$ cat src/logic/fetch_pkg.sv
// Fetch word, buffer index and in-flight request types shared by the alignment buffer
`default_nettype none

package fetch_pkg;

  // One bus word as returned by the prefetcher
  typedef logic [31:0] word_t;

  ////////////////////////////////////////////////////////////////////////////
  // Word buffer sizing
  ////////////////////////////////////////////////////////////////////////////

  // Three words cover a split 32-bit instruction plus one word in flight
  localparam int BUF_DEPTH = 3;
  typedef logic [1:0] buf_ptr_t;

  // Prefetcher request limit
  localparam int MAX_OUTSTANDING = 2;
  typedef logic [1:0] outstanding_t;

  // Step a buffer index with wrap after the last entry
  function automatic buf_ptr_t ptr_step(buf_ptr_t ptr);
    buf_ptr_t nxt;
    if (ptr == buf_ptr_t'(BUF_DEPTH - 1)) begin
      nxt = '0;
    end else begin
      nxt = ptr + buf_ptr_t'(1);
    end
    return nxt;
  endfunction

endpackage

`default_nettype wire

$ cat src/logic/rvc_pkg.sv
// Compressed instruction encoding and instruction count types for the RISC-V fetch path
`default_nettype none

package rvc_pkg;

  // One 16-bit instruction parcel
  typedef logic [15:0] half_t;

  // Low opcode bits of a parcel that starts a 32-bit instruction
  localparam logic [1:0] FULL_QUADRANT = 2'b11;

  // Whole instructions held in the buffer, up to two per word
  typedef logic [2:0] instr_cnt_t;

  // Instructions completed by a single arriving word
  typedef logic [1:0] incoming_cnt_t;

  // Parcel opens a 32-bit instruction
  function automatic logic is_full(half_t parcel);
    return parcel[1:0] == FULL_QUADRANT;
  endfunction

endpackage

`default_nettype wire

$ cat src/logic/align_buffer_top.sv
// Instruction alignment buffer between the word prefetcher and the decode stage
`timescale 1ns/100ps
`default_nettype none

module align_buffer_top #(
  parameter int ADDR_WIDTH = 32
) (
  input  logic                  clk,
  input  logic                  rst_n,

  // Controller
  input  logic                  branch_i,
  input  logic [ADDR_WIDTH-1:0] branch_addr_i,

  // Prefetcher requests
  output logic                  fetch_valid_o,
  input  logic                  fetch_ready_i,
  output logic                  fetch_branch_o,
  output logic [ADDR_WIDTH-1:0] fetch_branch_addr_o,

  // Prefetcher responses
  input  logic                  resp_valid_i,
  input  fetch_pkg::word_t      resp_rdata_i,
  input  logic                  resp_err_i,

  // Decode stage
  output logic                  instr_valid_o,
  input  logic                  instr_ready_i,
  output fetch_pkg::word_t      instr_rdata_o,
  output logic                  instr_err_o,
  output logic [ADDR_WIDTH-1:0] instr_addr_o,

  output logic                  busy_o
);

  import fetch_pkg::*;
  import rvc_pkg::*;

  logic       resp_accept;
  logic       emit;
  logic       word_done;
  instr_cnt_t avail_cnt;

  // Buffer head and the word behind it
  logic       head_valid;
  word_t      head_word;
  logic       head_err;
  logic       next_valid;
  word_t      next_word;
  logic       next_err;

  fetch_request_ctrl #(
    .ADDR_WIDTH (ADDR_WIDTH)
  ) u_request_ctrl (
    .clk                 (clk),
    .rst_n               (rst_n),
    .branch_i            (branch_i),
    .branch_addr_i       (branch_addr_i),
    .fetch_ready_i       (fetch_ready_i),
    .resp_valid_i        (resp_valid_i),
    .avail_cnt_i         (avail_cnt),
    .fetch_valid_o       (fetch_valid_o),
    .fetch_branch_o      (fetch_branch_o),
    .fetch_branch_addr_o (fetch_branch_addr_o),
    .busy_o              (busy_o),
    .resp_accept_o       (resp_accept)
  );

  word_buffer u_word_buffer (
    .clk           (clk),
    .rst_n         (rst_n),
    .branch_i      (branch_i),
    .resp_accept_i (resp_accept),
    .resp_rdata_i  (resp_rdata_i),
    .resp_err_i    (resp_err_i),
    .word_done_i   (word_done),
    .head_valid_o  (head_valid),
    .head_word_o   (head_word),
    .head_err_o    (head_err),
    .next_valid_o  (next_valid),
    .next_word_o   (next_word),
    .next_err_o    (next_err)
  );

  // Only bit 1 of the target matters for parcel counting
  instr_counter u_instr_counter (
    .clk           (clk),
    .rst_n         (rst_n),
    .branch_i      (branch_i),
    .branch_half_i (branch_addr_i[1]),
    .resp_accept_i (resp_accept),
    .resp_rdata_i  (resp_rdata_i),
    .emit_i        (emit),
    .avail_cnt_o   (avail_cnt)
  );

  instr_aligner #(
    .ADDR_WIDTH (ADDR_WIDTH)
  ) u_instr_aligner (
    .clk           (clk),
    .rst_n         (rst_n),
    .branch_i      (branch_i),
    .branch_addr_i (branch_addr_i),
    .resp_accept_i (resp_accept),
    .resp_rdata_i  (resp_rdata_i),
    .resp_err_i    (resp_err_i),
    .head_valid_i  (head_valid),
    .head_word_i   (head_word),
    .head_err_i    (head_err),
    .next_valid_i  (next_valid),
    .next_word_i   (next_word),
    .next_err_i    (next_err),
    .instr_ready_i (instr_ready_i),
    .instr_valid_o (instr_valid_o),
    .instr_rdata_o (instr_rdata_o),
    .instr_err_o   (instr_err_o),
    .instr_addr_o  (instr_addr_o),
    .emit_o        (emit),
    .word_done_o   (word_done)
  );

endmodule

`default_nettype wire

$ cat src/logic/fetch_request_ctrl.sv
// Prefetch request control with in-flight tracking and flush of stale responses after a branch
`timescale 1ns/100ps
`default_nettype none

module fetch_request_ctrl #(
  parameter int ADDR_WIDTH = 32
) (
  input  logic                  clk,
  input  logic                  rst_n,
  input  logic                  branch_i,
  input  logic [ADDR_WIDTH-1:0] branch_addr_i,
  input  logic                  fetch_ready_i,
  input  logic                  resp_valid_i,
  input  rvc_pkg::instr_cnt_t   avail_cnt_i,
  output logic                  fetch_valid_o,
  output logic                  fetch_branch_o,
  output logic [ADDR_WIDTH-1:0] fetch_branch_addr_o,
  output logic                  busy_o,
  output logic                  resp_accept_o
);

  import fetch_pkg::*;
  import rvc_pkg::*;

  outstanding_t outstanding_q;
  outstanding_t outstanding_d;
  outstanding_t flush_q;
  outstanding_t flush_d;
  logic         active_q;
  logic         req_accepted;
  logic         want_word;

  ////////////////////////////////////////////////////////////////////////////
  // Request decision
  ////////////////////////////////////////////////////////////////////////////

  // Ask for more only when the buffer is about to run dry
  assign want_word = branch_i ||
                     (avail_cnt_i == '0) ||
                     ((avail_cnt_i == instr_cnt_t'(1)) && (outstanding_q == '0));

  // No fetching before the first branch gives a start address
  assign fetch_valid_o = (active_q || branch_i) &&
                         (outstanding_q < outstanding_t'(MAX_OUTSTANDING)) &&
                         want_word;

  assign req_accepted = fetch_valid_o && fetch_ready_i;

  // Branch goes straight to the prefetcher, halfword aligned
  assign fetch_branch_o      = branch_i;
  assign fetch_branch_addr_o = {branch_addr_i[ADDR_WIDTH-1:1], 1'b0};

  assign busy_o = (outstanding_q != '0) || fetch_valid_o;

  // Stale responses never reach the buffer
  assign resp_accept_o = resp_valid_i && (flush_q == '0);

  ////////////////////////////////////////////////////////////////////////////
  // Counters
  ////////////////////////////////////////////////////////////////////////////

  always_comb begin
    outstanding_d = outstanding_q;
    if (req_accepted && !resp_valid_i) begin
      outstanding_d = outstanding_q + outstanding_t'(1);
    end else if (!req_accepted && resp_valid_i) begin
      outstanding_d = outstanding_q - outstanding_t'(1);
    end
  end

  always_comb begin
    flush_d = flush_q;
    if (branch_i) begin
      // Everything in flight is old, less a response landing right now
      flush_d = outstanding_q - outstanding_t'(resp_valid_i);
    end else if (resp_valid_i && (flush_q != '0)) begin
      flush_d = flush_q - outstanding_t'(1);
    end
  end

  always_ff @(posedge clk or negedge rst_n) begin
    if (!rst_n) begin
      outstanding_q <= '0;
      flush_q       <= '0;
      active_q      <= 1'b0;
    end else begin
      outstanding_q <= outstanding_d;
      flush_q       <= flush_d;
      if (branch_i) begin
        active_q <= 1'b1;
      end
    end
  end

  // Prefetcher limit holds
  a_outstanding_limit : assert property (@(posedge clk) disable iff (!rst_n)
    outstanding_q <= outstanding_t'(MAX_OUTSTANDING))
    else $error("more than %0d fetch requests in flight", MAX_OUTSTANDING);

  // Responses to flush always belong to requests still in flight
  a_flush_bound : assert property (@(posedge clk) disable iff (!rst_n)
    flush_q <= outstanding_q)
    else $error("flush count above in-flight count");

endmodule

`default_nettype wire

$ cat src/logic/instr_aligner.sv
// Output instruction assembly from buffered and incoming parcels with address tracking
`timescale 1ns/100ps
`default_nettype none

module instr_aligner #(
  parameter int ADDR_WIDTH = 32
) (
  input  logic                  clk,
  input  logic                  rst_n,
  input  logic                  branch_i,
  input  logic [ADDR_WIDTH-1:0] branch_addr_i,
  input  logic                  resp_accept_i,
  input  fetch_pkg::word_t      resp_rdata_i,
  input  logic                  resp_err_i,
  input  logic                  head_valid_i,
  input  fetch_pkg::word_t      head_word_i,
  input  logic                  head_err_i,
  input  logic                  next_valid_i,
  input  fetch_pkg::word_t      next_word_i,
  input  logic                  next_err_i,
  input  logic                  instr_ready_i,
  output logic                  instr_valid_o,
  output fetch_pkg::word_t      instr_rdata_o,
  output logic                  instr_err_o,
  output logic [ADDR_WIDTH-1:0] instr_addr_o,
  output logic                  emit_o,
  output logic                  word_done_o
);

  import fetch_pkg::*;
  import rvc_pkg::*;

  logic [ADDR_WIDTH-1:0] addr_q;
  logic [ADDR_WIDTH-1:0] addr_step;
  word_t                 cur_word;
  logic                  cur_err;
  word_t                 sec_word;
  logic                  sec_err;
  half_t                 first_parcel;
  half_t                 second_parcel;
  logic                  unaligned;
  logic                  compressed;
  logic                  avail;
  logic                  pair_avail;

  ////////////////////////////////////////////////////////////////////////////
  // Parcel selection
  ////////////////////////////////////////////////////////////////////////////

  // Head word, or the bus word when the buffer is empty
  assign cur_word = head_valid_i ? head_word_i : resp_rdata_i;
  assign cur_err  = head_valid_i ? head_err_i  : resp_err_i;

  // Word after the head, from the buffer or the bus
  assign sec_word = next_valid_i ? next_word_i : resp_rdata_i;
  assign sec_err  = next_valid_i ? next_err_i  : resp_err_i;

  assign unaligned     = addr_q[1];
  assign first_parcel  = unaligned ? cur_word[31:16] : cur_word[15:0];
  assign second_parcel = unaligned ? sec_word[15:0]  : cur_word[31:16];
  assign compressed    = !is_full(first_parcel);

  // Some word holds the first parcel
  assign avail = head_valid_i || resp_accept_i;

  // Both words present for a 32-bit instruction across the boundary
  assign pair_avail = next_valid_i || (head_valid_i && resp_accept_i);

  // Branch cycle never emits
  assign instr_valid_o = !branch_i && avail && (!unaligned || compressed || pair_avail);

  // Compressed zero-extended, so stray upper bits never reach decode
  assign instr_rdata_o = compressed ? {16'h0000, first_parcel} : {second_parcel, first_parcel};

  // Error of every word the instruction touches
  assign instr_err_o = cur_err || (unaligned && !compressed && sec_err);

  assign instr_addr_o = addr_q;

  ////////////////////////////////////////////////////////////////////////////
  // Handshake and address
  ////////////////////////////////////////////////////////////////////////////

  assign emit_o = instr_valid_o && instr_ready_i;

  // Head is used up by an upper parcel or a full aligned word
  assign word_done_o = emit_o && (unaligned || !compressed);

  assign addr_step = compressed ? ADDR_WIDTH'(2) : ADDR_WIDTH'(4);

  always_ff @(posedge clk or negedge rst_n) begin
    if (!rst_n) begin
      addr_q <= '0;
    end else if (branch_i) begin
      addr_q <= {branch_addr_i[ADDR_WIDTH-1:1], 1'b0};
    end else if (emit_o) begin
      addr_q <= addr_q + addr_step;
    end
  end

  // Stalled instruction stays put unless a branch cuts in
  a_hold_stalled : assert property (@(posedge clk) disable iff (!rst_n)
    instr_valid_o && !instr_ready_i && !branch_i |=>
      branch_i || (instr_valid_o && $stable(instr_rdata_o) && $stable(instr_addr_o)))
    else $error("instruction changed under decode back-pressure");

endmodule

`default_nettype wire

$ cat src/logic/instr_counter.sv
// Whole instruction count from arriving words by tracking parcel alignment
`timescale 1ns/100ps
`default_nettype none

module instr_counter (
  input  logic                clk,
  input  logic                rst_n,
  input  logic                branch_i,
  input  logic                branch_half_i,
  input  logic                resp_accept_i,
  input  fetch_pkg::word_t    resp_rdata_i,
  input  logic                emit_i,
  output rvc_pkg::instr_cnt_t avail_cnt_o
);

  import rvc_pkg::*;

  // Parse state at the next word boundary
  // aligned   next word starts with an instruction
  // complete  set with !aligned only after a branch to an upper parcel
  logic          aligned_q;
  logic          aligned_d;
  logic          complete_q;
  logic          complete_d;
  logic          lo_done;
  half_t         lo_parcel;
  half_t         hi_parcel;
  incoming_cnt_t incoming;
  instr_cnt_t    cnt_q;
  instr_cnt_t    cnt_d;
  logic          pop_q;

  assign lo_parcel = resp_rdata_i[15:0];
  assign hi_parcel = resp_rdata_i[31:16];

  // Lower parcel closes an instruction when compressed and aligned
  // or when it carries the tail of a split instruction
  assign lo_done = aligned_q || !complete_q;

  ////////////////////////////////////////////////////////////////////////////
  // Parcel parsing
  ////////////////////////////////////////////////////////////////////////////

  always_comb begin
    aligned_d  = aligned_q;
    complete_d = complete_q;
    incoming   = '0;
    if (branch_i) begin
      // Target halfword sets the parse position
      aligned_d  = !branch_half_i;
      complete_d = branch_half_i;
    end else if (resp_accept_i) begin
      if (aligned_q && is_full(lo_parcel)) begin
        // One 32-bit instruction fills the word, state unchanged
        incoming = incoming_cnt_t'(1);
      end else if (is_full(hi_parcel)) begin
        // Upper parcel opens an instruction split into the next word
        incoming   = incoming_cnt_t'(lo_done);
        aligned_d  = 1'b0;
        complete_d = 1'b0;
      end else begin
        // Compressed upper parcel ends the word cleanly
        incoming   = incoming_cnt_t'(lo_done) + incoming_cnt_t'(1);
        aligned_d  = 1'b1;
        complete_d = 1'b1;
      end
    end
  end

  ////////////////////////////////////////////////////////////////////////////
  // Instruction count
  ////////////////////////////////////////////////////////////////////////////

  // Emits subtracted a cycle late to keep decode ready off the count path
  always_comb begin
    if (branch_i) begin
      cnt_d = '0;
    end else begin
      cnt_d = cnt_q + instr_cnt_t'(incoming) - instr_cnt_t'(pop_q);
    end
  end

  assign avail_cnt_o = cnt_q - instr_cnt_t'(pop_q);

  always_ff @(posedge clk or negedge rst_n) begin
    if (!rst_n) begin
      aligned_q  <= 1'b1;
      complete_q <= 1'b1;
      cnt_q      <= '0;
      pop_q      <= 1'b0;
    end else begin
      aligned_q  <= aligned_d;
      complete_q <= complete_d;
      cnt_q      <= cnt_d;
      pop_q      <= emit_i;
    end
  end

endmodule

`default_nettype wire

$ cat src/logic/word_buffer.sv
// Three-entry circular store of fetched words with head and next read ports
`timescale 1ns/100ps
`default_nettype none

module word_buffer (
  input  logic             clk,
  input  logic             rst_n,
  input  logic             branch_i,
  input  logic             resp_accept_i,
  input  fetch_pkg::word_t resp_rdata_i,
  input  logic             resp_err_i,
  input  logic             word_done_i,
  output logic             head_valid_o,
  output fetch_pkg::word_t head_word_o,
  output logic             head_err_o,
  output logic             next_valid_o,
  output fetch_pkg::word_t next_word_o,
  output logic             next_err_o
);

  import fetch_pkg::*;

  word_t                data_q [BUF_DEPTH];
  logic [BUF_DEPTH-1:0] err_q;
  logic [BUF_DEPTH-1:0] valid_q;
  logic [BUF_DEPTH-1:0] valid_d;
  buf_ptr_t             wptr_q;
  buf_ptr_t             rptr_q;
  buf_ptr_t             nptr;

  // Entry behind the head
  assign nptr = ptr_step(rptr_q);

  assign head_valid_o = valid_q[rptr_q];
  assign head_word_o  = data_q[rptr_q];
  assign head_err_o   = err_q[rptr_q];
  assign next_valid_o = valid_q[nptr];
  assign next_word_o  = data_q[nptr];
  assign next_err_o   = err_q[nptr];

  always_comb begin
    valid_d = valid_q;
    if (resp_accept_i) begin
      valid_d[wptr_q] = 1'b1;
    end
    // Retire after the write
    // A word used straight from the bus is written and dropped together
    if (word_done_i) begin
      valid_d[rptr_q] = 1'b0;
    end
  end

  // Word storage
  always_ff @(posedge clk) begin
    if (resp_accept_i) begin
      data_q[wptr_q] <= resp_rdata_i;
      err_q[wptr_q]  <= resp_err_i;
    end
  end

  always_ff @(posedge clk or negedge rst_n) begin
    if (!rst_n) begin
      valid_q <= '0;
      wptr_q  <= '0;
      rptr_q  <= '0;
    end else if (branch_i) begin
      // Whole buffer dropped in one cycle
      valid_q <= '0;
      wptr_q  <= '0;
      rptr_q  <= '0;
    end else begin
      valid_q <= valid_d;
      if (resp_accept_i) begin
        wptr_q <= ptr_step(wptr_q);
      end
      if (word_done_i) begin
        rptr_q <= nptr;
      end
    end
  end

  // Request throttling keeps the buffer from overflowing
  a_no_overwrite : assert property (@(posedge clk) disable iff (!rst_n)
    resp_accept_i && !branch_i |-> !valid_q[wptr_q])
    else $error("response written over a valid buffer entry");

  // Aligner only retires words that exist
  a_retire_valid : assert property (@(posedge clk) disable iff (!rst_n)
    word_done_i |-> valid_q[rptr_q] || resp_accept_i)
    else $error("head retired with no word present");

endmodule

`default_nettype wire

$ cat config.mk
export PLATFORM = sky130hd
export DESIGN_NAME = align_buffer_top
export DESIGN_NICKNAME = d
export VERILOG_FILES = /design/src/logic/fetch_pkg.sv /design/src/logic/rvc_pkg.sv /design/src/logic/align_buffer_top.sv /design/src/logic/fetch_request_ctrl.sv /design/src/logic/instr_aligner.sv /design/src/logic/instr_counter.sv /design/src/logic/word_buffer.sv
export SDC_FILE = /design/constraint.sdc
export NUM_CORES = 1
export LEC_CHECK = 0
export BUFFER_PORTS_ARGS = -buffer_cell sky130_fd_sc_hd__buf_4
export CORE_UTILIZATION = 55
export DETAILED_ROUTE_END_ITERATION = 10
export PLACE_DENSITY = 0.76
export SYNTH_ARGS = -nofsm -noshare
export SYNTH_HDL_FRONTEND = slang
export SYNTH_SLANG_ARGS = --single-unit
$ cat constraint.sdc
create_clock -name clk -period 5.4 [get_ports clk]
set_clock_uncertainty 0.2 [all_clocks]
set_input_delay 0.81 -clock clk [delete_from_list [all_inputs] [get_ports clk]]
set_output_delay 0.81 -clock clk [all_outputs]
set_load 0.03 [all_outputs]
; Word-level counts from Yosys, hierarchy flattened
; Memory sizes are Yosys's and may differ from the RTL's.
; Cells that the tools add are included.
[totals]
ff_bits = 53
ram_bits = 96
inputBits = 71
out_inout_bits = 101
mem_count = 1
[classes]
addsub = 11
n_lt_le_gt_ge = 6
eq_ne = 7
n_mux = 48
n_bitwise = 3
reduce_logical = 47
[mem_list]
columns = name, depth, width, rd, rd_clocked_by_memory_dff, wr, line_no
row1 = u_word_buffer.data_q, 3, 32, 2, 0, 1, word_buffer.sv:23  ; word_t data_q [BUF_DEPTH];
[ops]
columns = operator, n
row1 = two-way mux 32 bit, 4
row2 = two-way mux 16 bit, 3
row3 = adder 32 bit, 1
row4 = two-way mux 2 bit, 14
row5 = logical AND 1 bit, 18
row6 = two-way mux 1 bit, 15
row7 = two-way mux 3 bit, 5
row8 = nonzero test 2 bit, 7
row9 = logical OR 1 bit, 11
row10 = "equality test 2 bit, second input constant", 5
row11 = "less-than comparator 2 x 3 -> 1 bit, second input constant", 3
row12 = binary-select mux 1 bit (select 2 bit), 4
row13 = logical NOT 1 bit, 7
row14 = "adder 2 x 1 -> 2 bit, second input constant", 3
row15 = subtractor 3 x 1 -> 3 bit, 2
row16 = demux 1 bit (select 2 bit), 2
row17 = "greater-or-equal comparator 2 x 1 -> 1 bit, second input constant", 2
row18 = logical NOT 2 bit, 2
row19 = "subtractor 2 x 1 -> 2 bit, second input constant", 2
row20 = adder 3 x 2 -> 3 bit, 1
row21 = bitwise AND 3 bit, 1
row22 = bitwise mux 3 bit, 1
row23 = "equality test 3 x 1 -> 1 bit, second input constant", 1
row24 = logical NOT 3 bit, 1
row25 = 7 further kinds, 7

; Logic depth before layout (Yosys ltp)
; Gate-level depths: netlist of the first run.
[logic_depth]
depth_word = 13
depth_mapped = 16
mapped_depth_nobuf = 12

; Modules after synthesis
; Synthesis of the first run repeated with hierarchy kept, for this count alone.
[unflattened]
hier_cells = 769
hier_area_um2 = 8645.8
[modules_own_cells]
columns = mod, instances, cells_each, area_per_inst_um2, seq_area_each_um2
row1 = word_buffer, 1, 355, 4735.8, 3148.0
row2 = instr_aligner, 1, 310, 2945.3, 775.7
row3 = fetch_request_ctrl, 1, 67, 569.3, 125.1
row4 = instr_counter, 1, 37, 395.4, 152.6

; Least setup slack after synthesis of the first run
; OpenSTA, ideal clock, no wires.
[synth_path]
kind = flip-flop to output port
from = register u_instr_aligner.addr_q[1], in the netlist u_instr_aligner.instr_addr_o[1]
to = output port instr_valid_o
arrival_time_ns = 3.721
path_slack_ns = 0.669
path_stages_with_launch = 13
n_path_buf = 4
path_cell_list = dfrtp_1 > clkbuf_1 > mux4_2 > nand2_1 > buf_2 > inv_1 > ha_1 > and3b_1 > a311oi_2 > a21oi_2 > buf_4 > buf_4 > nor2_1
[synth_between]
elab_chain_len = 6
elab_cells_between_ends = 7
cone_classes = eq/ne: 1 / mux: 1 / reduce/logical: 5
[synth_rtl]
columns = item, line_no
row1 = start: declaration, instr_aligner.sv:33  ; logic [ADDR_WIDTH-1:0] addr_q;
row2 = start signal: assignment, instr_aligner.sv:95  ; addr_q <= {branch_addr_i[ADDR_WIDTH-1:1], 1'b0};
row3 = start signal: assignment, instr_aligner.sv:97  ; addr_q <= addr_q + addr_step;
row4 = two-way mux 16 bit, instr_aligner.sv:59  ; assign first_parcel = unaligned ? cur_word[31:16] : cur_word[15:0];
row5 = equality test 2 bit, rvc_pkg.sv:20  ; return parcel[1:0] == FULL_QUADRANT;
row6 = logical NOT 1 bit, instr_aligner.sv:61  ; assign compressed = !is_full(first_parcel);
row7 = logical OR 1 bit (*) (2 in a row), instr_aligner.sv:70  ; assign instr_valid_o = !branch_i && avail && (!unaligned || compressed || pair_avail);
row8 = logical AND 1 bit (*), instr_aligner.sv:70
row9 = end: declaration, align_buffer_top.sv:27  ; output logic instr_valid_o,
; Every way passes the cells marked *; elsewhere a longest branch is shown, timed or not.

; Worst setup path after layout of the first run
[layout_path]
from = register u_word_buffer.rptr_q[1]
to = output port instr_valid_o
[layout_between]
elab_chain_len = 9
elab_cells_between_ends = 19
cone_classes = add/sub: 1 / eq/ne: 2 / mux: 7 / reduce/logical: 8 / memory: 1
[layout_rtl]
columns = item, line_no
row1 = start: declaration, word_buffer.sv:28  ; buf_ptr_t rptr_q;
row2 = start signal: assignment, word_buffer.sv:77  ; rptr_q <= nptr;
row3 = binary-select mux 1 bit (select 2 bit), word_buffer.sv:34  ; assign head_valid_o = valid_q[rptr_q];
row4 = two-way mux 1 bit (implied by the code), word_buffer.sv:34
row5 = two-way mux 32 bit, instr_aligner.sv:51  ; assign cur_word = head_valid_i ? head_word_i : resp_rdata_i;
row6 = two-way mux 16 bit, instr_aligner.sv:59
row7 = equality test 2 bit, rvc_pkg.sv:20
row8 = logical NOT 1 bit, instr_aligner.sv:61
row9 = logical OR 1 bit (2 in a row), instr_aligner.sv:70
row10 = logical AND 1 bit (*), instr_aligner.sv:70
; Every way passes the cells marked *; elsewhere a longest branch is shown, timed or not. The select of a mux whose other input is x is not followed.

==> flow_summary_export.csv, run 1 <==
group,metric,value,unit
status,status,"finished with violations",
status,failing_checks,"DRC",
die,die_width,125,um
grt,globalRoute.totalOverflow,0,
critical_path,cp_slowest_stage_delay,0.77,ns
route,totalWireLength,20000,um
yosys,ys_top_cells_by_area,"sky130_fd_sc_hd__edfxtp_1, sky130_fd_sc_hd__dfrtp_1, sky130_fd_sc_hd__mux2i_1",
yosys,synthesized_netlist_cell_count,778,
critical_path,worstReg2RegEnd,"u_instr_aligner.instr_addr_o[31]",
yosys,share_of_yosys_cell_area_claimed_by_the_top_area_cell_type,35.9,%
route,drt-pass1-iter-count,8,
critical_path,endpoint_kind,"primary output",
power_and_ir_drop,ir_drop,0.000241,V
die,initial_utilization,56.6,%
place,io_buffer_count,168,
die,num_rows,44,
cells_and_area,diodes,0,
critical_path,crit_path_top_delay_cell,"sky130_fd_sc_hd__dfrtp_2",
grt,gr-usage-all-layers,26.3,%
clock_tree,post_cts_hold_buffer_count,0,
critical_path,ff2ff_path_depth,12,
sta,rsz0062_at_grt,"no",
die,dieArea,15600,sq um
route,wl_per_cell,18.3,um
sta,final.min_clock_period,4.64,ns
clock_tree,ctsLongestPathBuffers,2,
critical_path,cp_data_required_time,4.39,ns
sta,maxClockFrequency,0.216,GHz
sta,totalNegativeSetupSlack,0,ns
sta,timing_worst_slew_pin_value,1.00,ns
critical_path,critical_path.startpoint_type,"flop",
worst_hold_path,worst_hold_path_type,"in2async",
yosys,yosys.cell_types.count,58,
grt,grt_antenna_before_repair,0,
sta,setup_viol,0,
clock_tree,post-cts-setup-buffer-count,0,
cells_and_area,area.sequential,4210,sq um
cells_and_area,finalInstanceArea,10000,sq um
cells_and_area,multi_input_area,3560,sq um
cells_and_area,post_route_cells_drive_above_1_share,27.2,%
cells_and_area,design.final.nets,981,
yosys,synth-adder-area-share,2.45,%
clock_tree,clock_pin_slew_reported_for_the_worst_setup_and_hold_paths_after_clock_tree_synthesis,0.06,ns
power_and_ir_drop,static-leakage-power,3.64,nW
critical_path,worstPathMaxFanout,39,
critical_path,timing.critical_path.arrival,3.63,ns
clock_tree,tritoncts.num_buffers,17,
yosys,syn-cell-area,8290,sq um
critical_path,path_class,"reg2out",
yosys,postSynth.asyncResetShare,33.1,%
yosys,ys_seq_area_share,50.7,%
grt,wire_length_of_the_first_global_routing_pass,32000,um
die,die_height,125,um
critical_path,crit-reg2reg-launch,"u_word_buffer.rptr_q[1]",
route,drc,22,
die,core_area,14600,sq um
sta,final_max_slew_viol_count,0,
place,placedInstanceArea,9420,sq um
yosys,postSynth.topFlopCell,"sky130_fd_sc_hd__edfxtp_1",
route,avgViaCountPerCell,5.96,
clock_tree,h_tree_lvls,4,
sta,hold_viol,0,
route,drt-initial-drc-count,578,
clock_tree,clock-root-buffer,"sky130_fd_sc_hd__clkbuf_16",
yosys,syn-mean-instance-area,10.7,sq um
sta,holdWs,0.213,ns
yosys,synth_simple_gate_area_share,13.1,%
place,gp_congestion,0.822,
critical_path,reg2reg_setup_slack,1.11,ns
yosys,synthMostInstantiatedCell,"sky130_fd_sc_hd__edfxtp_1",
yosys,proportion_of_synthesized_area_in_mux_cells,12.8,%
yosys,synth-edff-count,99,
yosys,largest_family_of_logic_cells_by_synthesized_area,"compound AO/OA/AOI/OAI gates",
clock_tree,cts_sinks,148,
route,route.vias.total,6512,
clock_tree,cts_tree,"built",
power_and_ir_drop,power.density_cell_area,377,nW/um^2
route,final_antenna_net_count,0,
die,num_io_pins,172,
yosys,number_of_warnings_printed_during_yosys_synthesis,0,
yosys,synth_top_cell_by_area,"sky130_fd_sc_hd__edfxtp_1",
cells_and_area,area.growth.synth_to_final,20.8,%
critical_path,cp_cell_sequence,"mux2i_1 > o2bb2ai_4 > mux4_2 > nand2_1 > inv_1 > ha_1 > and3b_1 > a311oi_2 > a21oi_2 > nor2_1 > buf_4",
sta,remaining_max_slew_budget_at_the_tightest_pin,33.0,%
grt,pin_count_of_the_biggest_net_entering_global_routing,73,
place,post-dp-hpwl,13200,um
yosys,synth_xor_xnor_area_share,0.845,%
clock_tree,cts_resized,0,
run,number_of_max_cap_violations,0,
yosys,ranking_of_synthesized_cells_by_instance_count,"sky130_fd_sc_hd__edfxtp_1, sky130_fd_sc_hd__o21ai_0, sky130_fd_sc_hd__nand2_1",
yosys,synth.ff_latch_count,148,
clock_tree,clock_latency,0.42,ns
cells_and_area,fillCellCount,1117,
sta,layout_worst_path_cycle_share,85.9,%
yosys,complex_gate_fraction_of_the_synthesized_area,13.6,%
grt,first_global_vias,6277,
[worst max-delay path: cells and delay by family, from the launching register on]
kind / cells / cell delay [ns]
simple gates: 3 / 0.54
fa+ha+maj: 1 / 0.29
compound gates: 3 / 0.70
flops: 1 / 0.77
buf+inv: 2 / 0.28
mux: 2 / 0.61
[cell families after synthesis]
| kind of cell | Yosys count |
|---|---|
| simple gates | 223 |
| other cells | 1 |
| mux | 101 |
| compound gates | 182 |
| fa+ha+maj | 15 |
| xor+xnor | 8 |
| flops | 148 |
| buf+inv | 100 |
[placed cells by master, fill, tap and decap left out, types with 3 or more instances in the layout]
cell type	instances
sky130_fd_sc_hd__buf_4	180
sky130_fd_sc_hd__edfxtp_1	99
sky130_fd_sc_hd__o21ai_0	94
sky130_fd_sc_hd__nand2_1	85
sky130_fd_sc_hd__mux2i_1	82
sky130_fd_sc_hd__nor2_1	52
sky130_fd_sc_hd__dfrtp_1	44
sky130_fd_sc_hd__a31oi_1	26
sky130_fd_sc_hd__or3_1	19
sky130_fd_sc_hd__mux2_2	17
sky130_fd_sc_hd__a211oi_1	17
sky130_fd_sc_hd__clkbuf_16	17
sky130_fd_sc_hd__inv_1	16
sky130_fd_sc_hd__nand3_1	13
sky130_fd_sc_hd__ha_1	13
sky130_fd_sc_hd__or4_1	12
sky130_fd_sc_hd__a21oi_1	11
sky130_fd_sc_hd__nand4_1	11
sky130_fd_sc_hd__o211ai_1	9
sky130_fd_sc_hd__o31ai_1	7
sky130_fd_sc_hd__xnor2_1	6
sky130_fd_sc_hd__and2_1	6
sky130_fd_sc_hd__nor3_1	5
sky130_fd_sc_hd__clkinvlp_4	4
sky130_fd_sc_hd__nand2b_1	3
sky130_fd_sc_hd__and3_1	3
sky130_fd_sc_hd__o2111ai_1	3
sky130_fd_sc_hd__and4_1	3
sky130_fd_sc_hd__clkinv_4	3
sky130_fd_sc_hd__bufinv_16	3
sky130_fd_sc_hd__dfrtp_2	3
[through the flow]
stage	cells	power, W	setup slack [ns]	utilization (%)
6_report	1092	0.00377	0.761	68.3
5_1_grt	1092	0.00394	0.525	68.3
4_1_cts	1092	0.00378	0.768	68.3
3_5_place_dp	1060	0.00260	1.19	64.3
3_3_place_gp	1060	0.00257	1.29	64.3
2_1_floorplan	779	0.00223	0.669	-
[final cells by class]
cell class | instances | share of cell area [%]
clock inverters | 13 | 1.60
clock buffers | 19 | 4.33
multi-input cells | 531 | 35.6
repair buffers | 180 | 13.5
flip-flops and latches | 148 | 42.0
well taps | 184 | 2.30
inverters | 17 | 0.638
[metal layers]
metal / share of wire, % / up-vias / track usage (%) / wire (um)
li1: - / 3096 / - / -
met1: 43 / 3128 / 34.6 / 8540
met2: 49 / 255 / 43.6 / 9800
met3: 6.7 / 33 / 6.10 / 1330
met4: 1.5 / 0 / 7.41 / 306
met5: 0 / - / 0 / 0
[how the worst max path moves through the flow]
stage | startpoint | to | slack [ns] | depth (start not counted)
detailed placement | u_word_buffer.rptr_q[1] | u_instr_aligner.instr_addr_o[31] | 1.19 | 12
floorplan | u_instr_aligner.instr_addr_o[1] | instr_valid_o | 0.67 | 12
CTS | u_word_buffer.rptr_q[1] | instr_valid_o | 0.77 | 11
global placement | u_word_buffer.rptr_q[1] | u_instr_aligner.instr_addr_o[31] | 1.29 | 12
finish | u_word_buffer.rptr_q[1] | instr_valid_o | 0.76 | 11
global route | u_word_buffer.rptr_q[1] | instr_valid_o | 0.53 | 11
[power by group]
part           internal (W)  switching, W  total [W]
logic              0.000426      0.000736    0.00116
clock network      0.000724      0.000451    0.00118
registers           0.00134     0.0000950    0.00143
total               0.00249       0.00128    0.00377
[state kept, by name, summed over array words and instances, names as in the netlist]
| name | cells |
|---|---|
| u_instr_aligner.instr_addr_o | 31 |
| u_instr_counter.aligned_q | 1 |
| u_instr_counter.cnt_q | 3 |
| u_instr_counter.complete_q | 1 |
| u_instr_counter.pop_q | 1 |
| u_request_ctrl.active_q | 1 |
| u_request_ctrl.flush_q | 2 |
| u_request_ctrl.outstanding_q | 2 |
| u_word_buffer.data_q | 96 |
| u_word_buffer.err_q | 3 |
| u_word_buffer.rptr_q | 2 |
| u_word_buffer.valid_q | 3 |
| u_word_buffer.wptr_q | 2 |
(Power assumes the default switching activity.)
==> run 2, diff against run 1 <==
- GPL_TIMING_DRIVEN: not set -> 0
==> run 2 against run 1 <==
  * The flow still finishes with violations (DRC)
  * Sequential power hardly changed
  * Highest routed layer unchanged
  * Combinational power is 9% higher
  * Final area is 4.7% higher
  * Fmax is 11% lower
==> flow_summary_export.csv, run 2 (same netlist as run 1, synthesis figures left out) <==
group,metric,value,unit
clock_tree,post-cts-setup-buffer-count,0,
grt,gr-usage-all-layers,28.6,%
place,post-dp-hpwl,15700,um
clock_tree,cts_tree,"built",
critical_path,worstPathMaxFanout,11,
sta,timing_worst_slew_pin_value,0.824,ns
grt,pin_count_of_the_biggest_net_entering_global_routing,50,
grt,grt_antenna_before_repair,0,
clock_tree,h_tree_lvls,4,
run,number_of_max_cap_violations,0,
sta,rsz0062_at_grt,"no",
route,drc,22,
cells_and_area,post_route_cells_drive_above_1_share,29.8,%
critical_path,endpoint_kind,"primary output",
sta,setup_ws,0.196,ns
route,route.vias.total,6890,
power_and_ir_drop,power.share.combinational,33.2,%
sta,holdWs,0.209,ns
route,final_antenna_net_count,0,
power_and_ir_drop,p_clk_share,29.9,%
clock_tree,cts_sinks,148,
cells_and_area,fin_cells,1171,
place,gp_congestion,0.848,
power_and_ir_drop,static-leakage-power,3.93,nW
clock_tree,ctsLongestPathBuffers,2,
critical_path,cp_data_required_time,4.39,ns
clock_tree,clock_latency,0.42,ns
sta,maxClockFrequency,0.192,GHz
place,dp_slack,0.427,ns
route,avgViaCountPerCell,5.88,
die,die_height,125,um
route,totalWireLength,21800,um
cells_and_area,mostFrequentLayoutCells,"sky130_fd_sc_hd__buf_4, sky130_fd_sc_hd__edfxtp_1, sky130_fd_sc_hd__o21ai_0, sky130_fd_sc_hd__nand2_1, sky130_fd_sc_hd__mux2i_1",
sta,final.min_clock_period,5.20,ns
die,die_width,125,um
critical_path,path_class,"reg2out",
die,num_rows,44,
sta,layout_worst_path_cycle_share,96.4,%
die,core_area,14600,sq um
die,num_io_pins,172,
grt,wire_length_of_the_first_global_routing_pass,34100,um
route,drt-pass1-iter-count,8,
sta,setup_viol,0,
sta,remaining_max_slew_budget_at_the_tightest_pin,44.8,%
cells_and_area,area.growth.synth_to_final,26.4,%
grt,globalRoute.totalOverflow,0,
clock_tree,clock_pin_slew_reported_for_the_worst_setup_and_hold_paths_after_clock_tree_synthesis,0.06,ns
place,io_buffer_count,167,
grt,first_global_vias,6401,
power_and_ir_drop,power.density_cell_area,365,nW/um^2
route,drt-initial-drc-count,608,
power_and_ir_drop,swShare,35.8,%
clock_tree,clock-root-buffer,"sky130_fd_sc_hd__clkbuf_16",
cells_and_area,layout.cells.most_common,"sky130_fd_sc_hd__buf_4",
route,wl_per_cell,18.6,um
cells_and_area,design.final.nets,1060,
place,dpl.cell_count,1139,
critical_path,crit-reg2reg-launch,"u_word_buffer.rptr_q[0]",
critical_path,worstSetupStartpoint,"u_word_buffer.rptr_q[0]",
status,failing_checks,"DRC",
status,status,"finished with violations",
cells_and_area,largest_register_ff_count,96,
critical_path,timing.critical_path.arrival,4.19,ns
die,initial_utilization,56.6,%
sta,hold_viol,0,
power_and_ir_drop,ir_drop,0.000247,V
critical_path,critical_path.startpoint_type,"flop",
power_and_ir_drop,power_switching,0.00137,W
cells_and_area,fillCellCount,1122,
sta,final_max_slew_viol_count,0,
power_and_ir_drop,p_seq_share,36.9,%
die,dieArea,15600,sq um
worst_hold_path,worst_hold_path_type,"in2async",
power_and_ir_drop,intPower,0.00246,W
cells_and_area,diodes,0,
cells_and_area,register_with_the_most_flip_flops,"u_word_buffer.data_q",
clock_tree,tritoncts.num_buffers,17,
## run 2: cell count changes in the layout (fill, tap and decap cells not counted), sizes merged
cell,change
buf,+48
bufinv,-2
clkbuf,+29
clkinvlp,-2
inv,+6
## run 2: per-stage QoR
step                      util [%]  setup TNS [ns]  instance area (sq um)  total power, W
after floorplan                  -               0                   8290         0.00223
final                         71.5               0                  10500         0.00383
after CTS                     71.5               0                  10500         0.00382
after global routing          71.5               0                  10500         0.00399
after detailed placement      67.6               0                   9900         0.00268
after global placement        66.8          -68.95                   9780         0.00266
## run 2: path summary, 6_finish.rpt
kind / cells after the start / endpoint / slack, ns
worst max-delay path: 15 / instr_valid_o / 0.20
worst min-delay path: 1 / u_request_ctrl.outstanding_q[0] / 0.21
worst max register to register: 14 / u_instr_aligner.instr_addr_o[28] / 1.10
worst min register to register: 1 / u_request_ctrl.active_q / 0.26
max in group asynchronous: 1 / u_instr_aligner.instr_addr_o[28] / 4.35
min in group clk: 1 / u_request_ctrl.active_q / 0.26
## run 2: timing repair
| item | in CTS | in global routing |
|---|---|---|
| hold buffers | 0 | 0 |
| resized for setup | 1 | 3 |
| setup endpoints to repair | 1 | 1 |
## run 2: layout make-up
class                           count  area, sq um  share of cell area, %
Buffer                             83          479                   4.57
Sequential cell                   148         4200                   40.1
Multi-Input combinational cell    531         3570                   34.1
Inverter                           17         63.8                  0.609
Tap cell                          184          230                   2.20
Clock inverter                     15          146                   1.40
Clock buffer                       17          425                   4.06
Timing Repair Buffer              176         1360                   13.0
## run 2: layer usage
metal / global-route usage, % / routed length, um
met1: 39.5 / 9610
met2: 45.7 / 10400
met3: 4.90 / 1450
met4: 10.0 / 376
met5: 0 / 0
## run 2: power groups by stage
stage | clock (W) | combinational [W] | sequential, W
after floorplan | 0 | 0.000760 | 0.00147
after global placement | 0 | 0.00122 | 0.00144
after detailed placement | 0 | 0.00125 | 0.00143
after CTS | 0.00115 | 0.00126 | 0.00141
after global routing | 0.00120 | 0.00137 | 0.00143
final | 0.00114 | 0.00127 | 0.00141
## run 2: critical path: stages (launching register included)
cell	delay, ns
sky130_fd_sc_hd__dfrtp_1	0.37
sky130_fd_sc_hd__buf_4	0.24
sky130_fd_sc_hd__mux2i_1	0.20
sky130_fd_sc_hd__o21ai_0	0.16
sky130_fd_sc_hd__mux4_2	0.59
sky130_fd_sc_hd__nand2_4	0.17
sky130_fd_sc_hd__buf_4	0.22
sky130_fd_sc_hd__inv_1	0.11
sky130_fd_sc_hd__ha_1	0.30
sky130_fd_sc_hd__and3b_1	0.27
sky130_fd_sc_hd__a311oi_2	0.33
sky130_fd_sc_hd__a21oi_2	0.13
sky130_fd_sc_hd__buf_4	0.22
sky130_fd_sc_hd__buf_4	0.18
sky130_fd_sc_hd__nor2_1	0.09
sky130_fd_sc_hd__buf_4	0.17
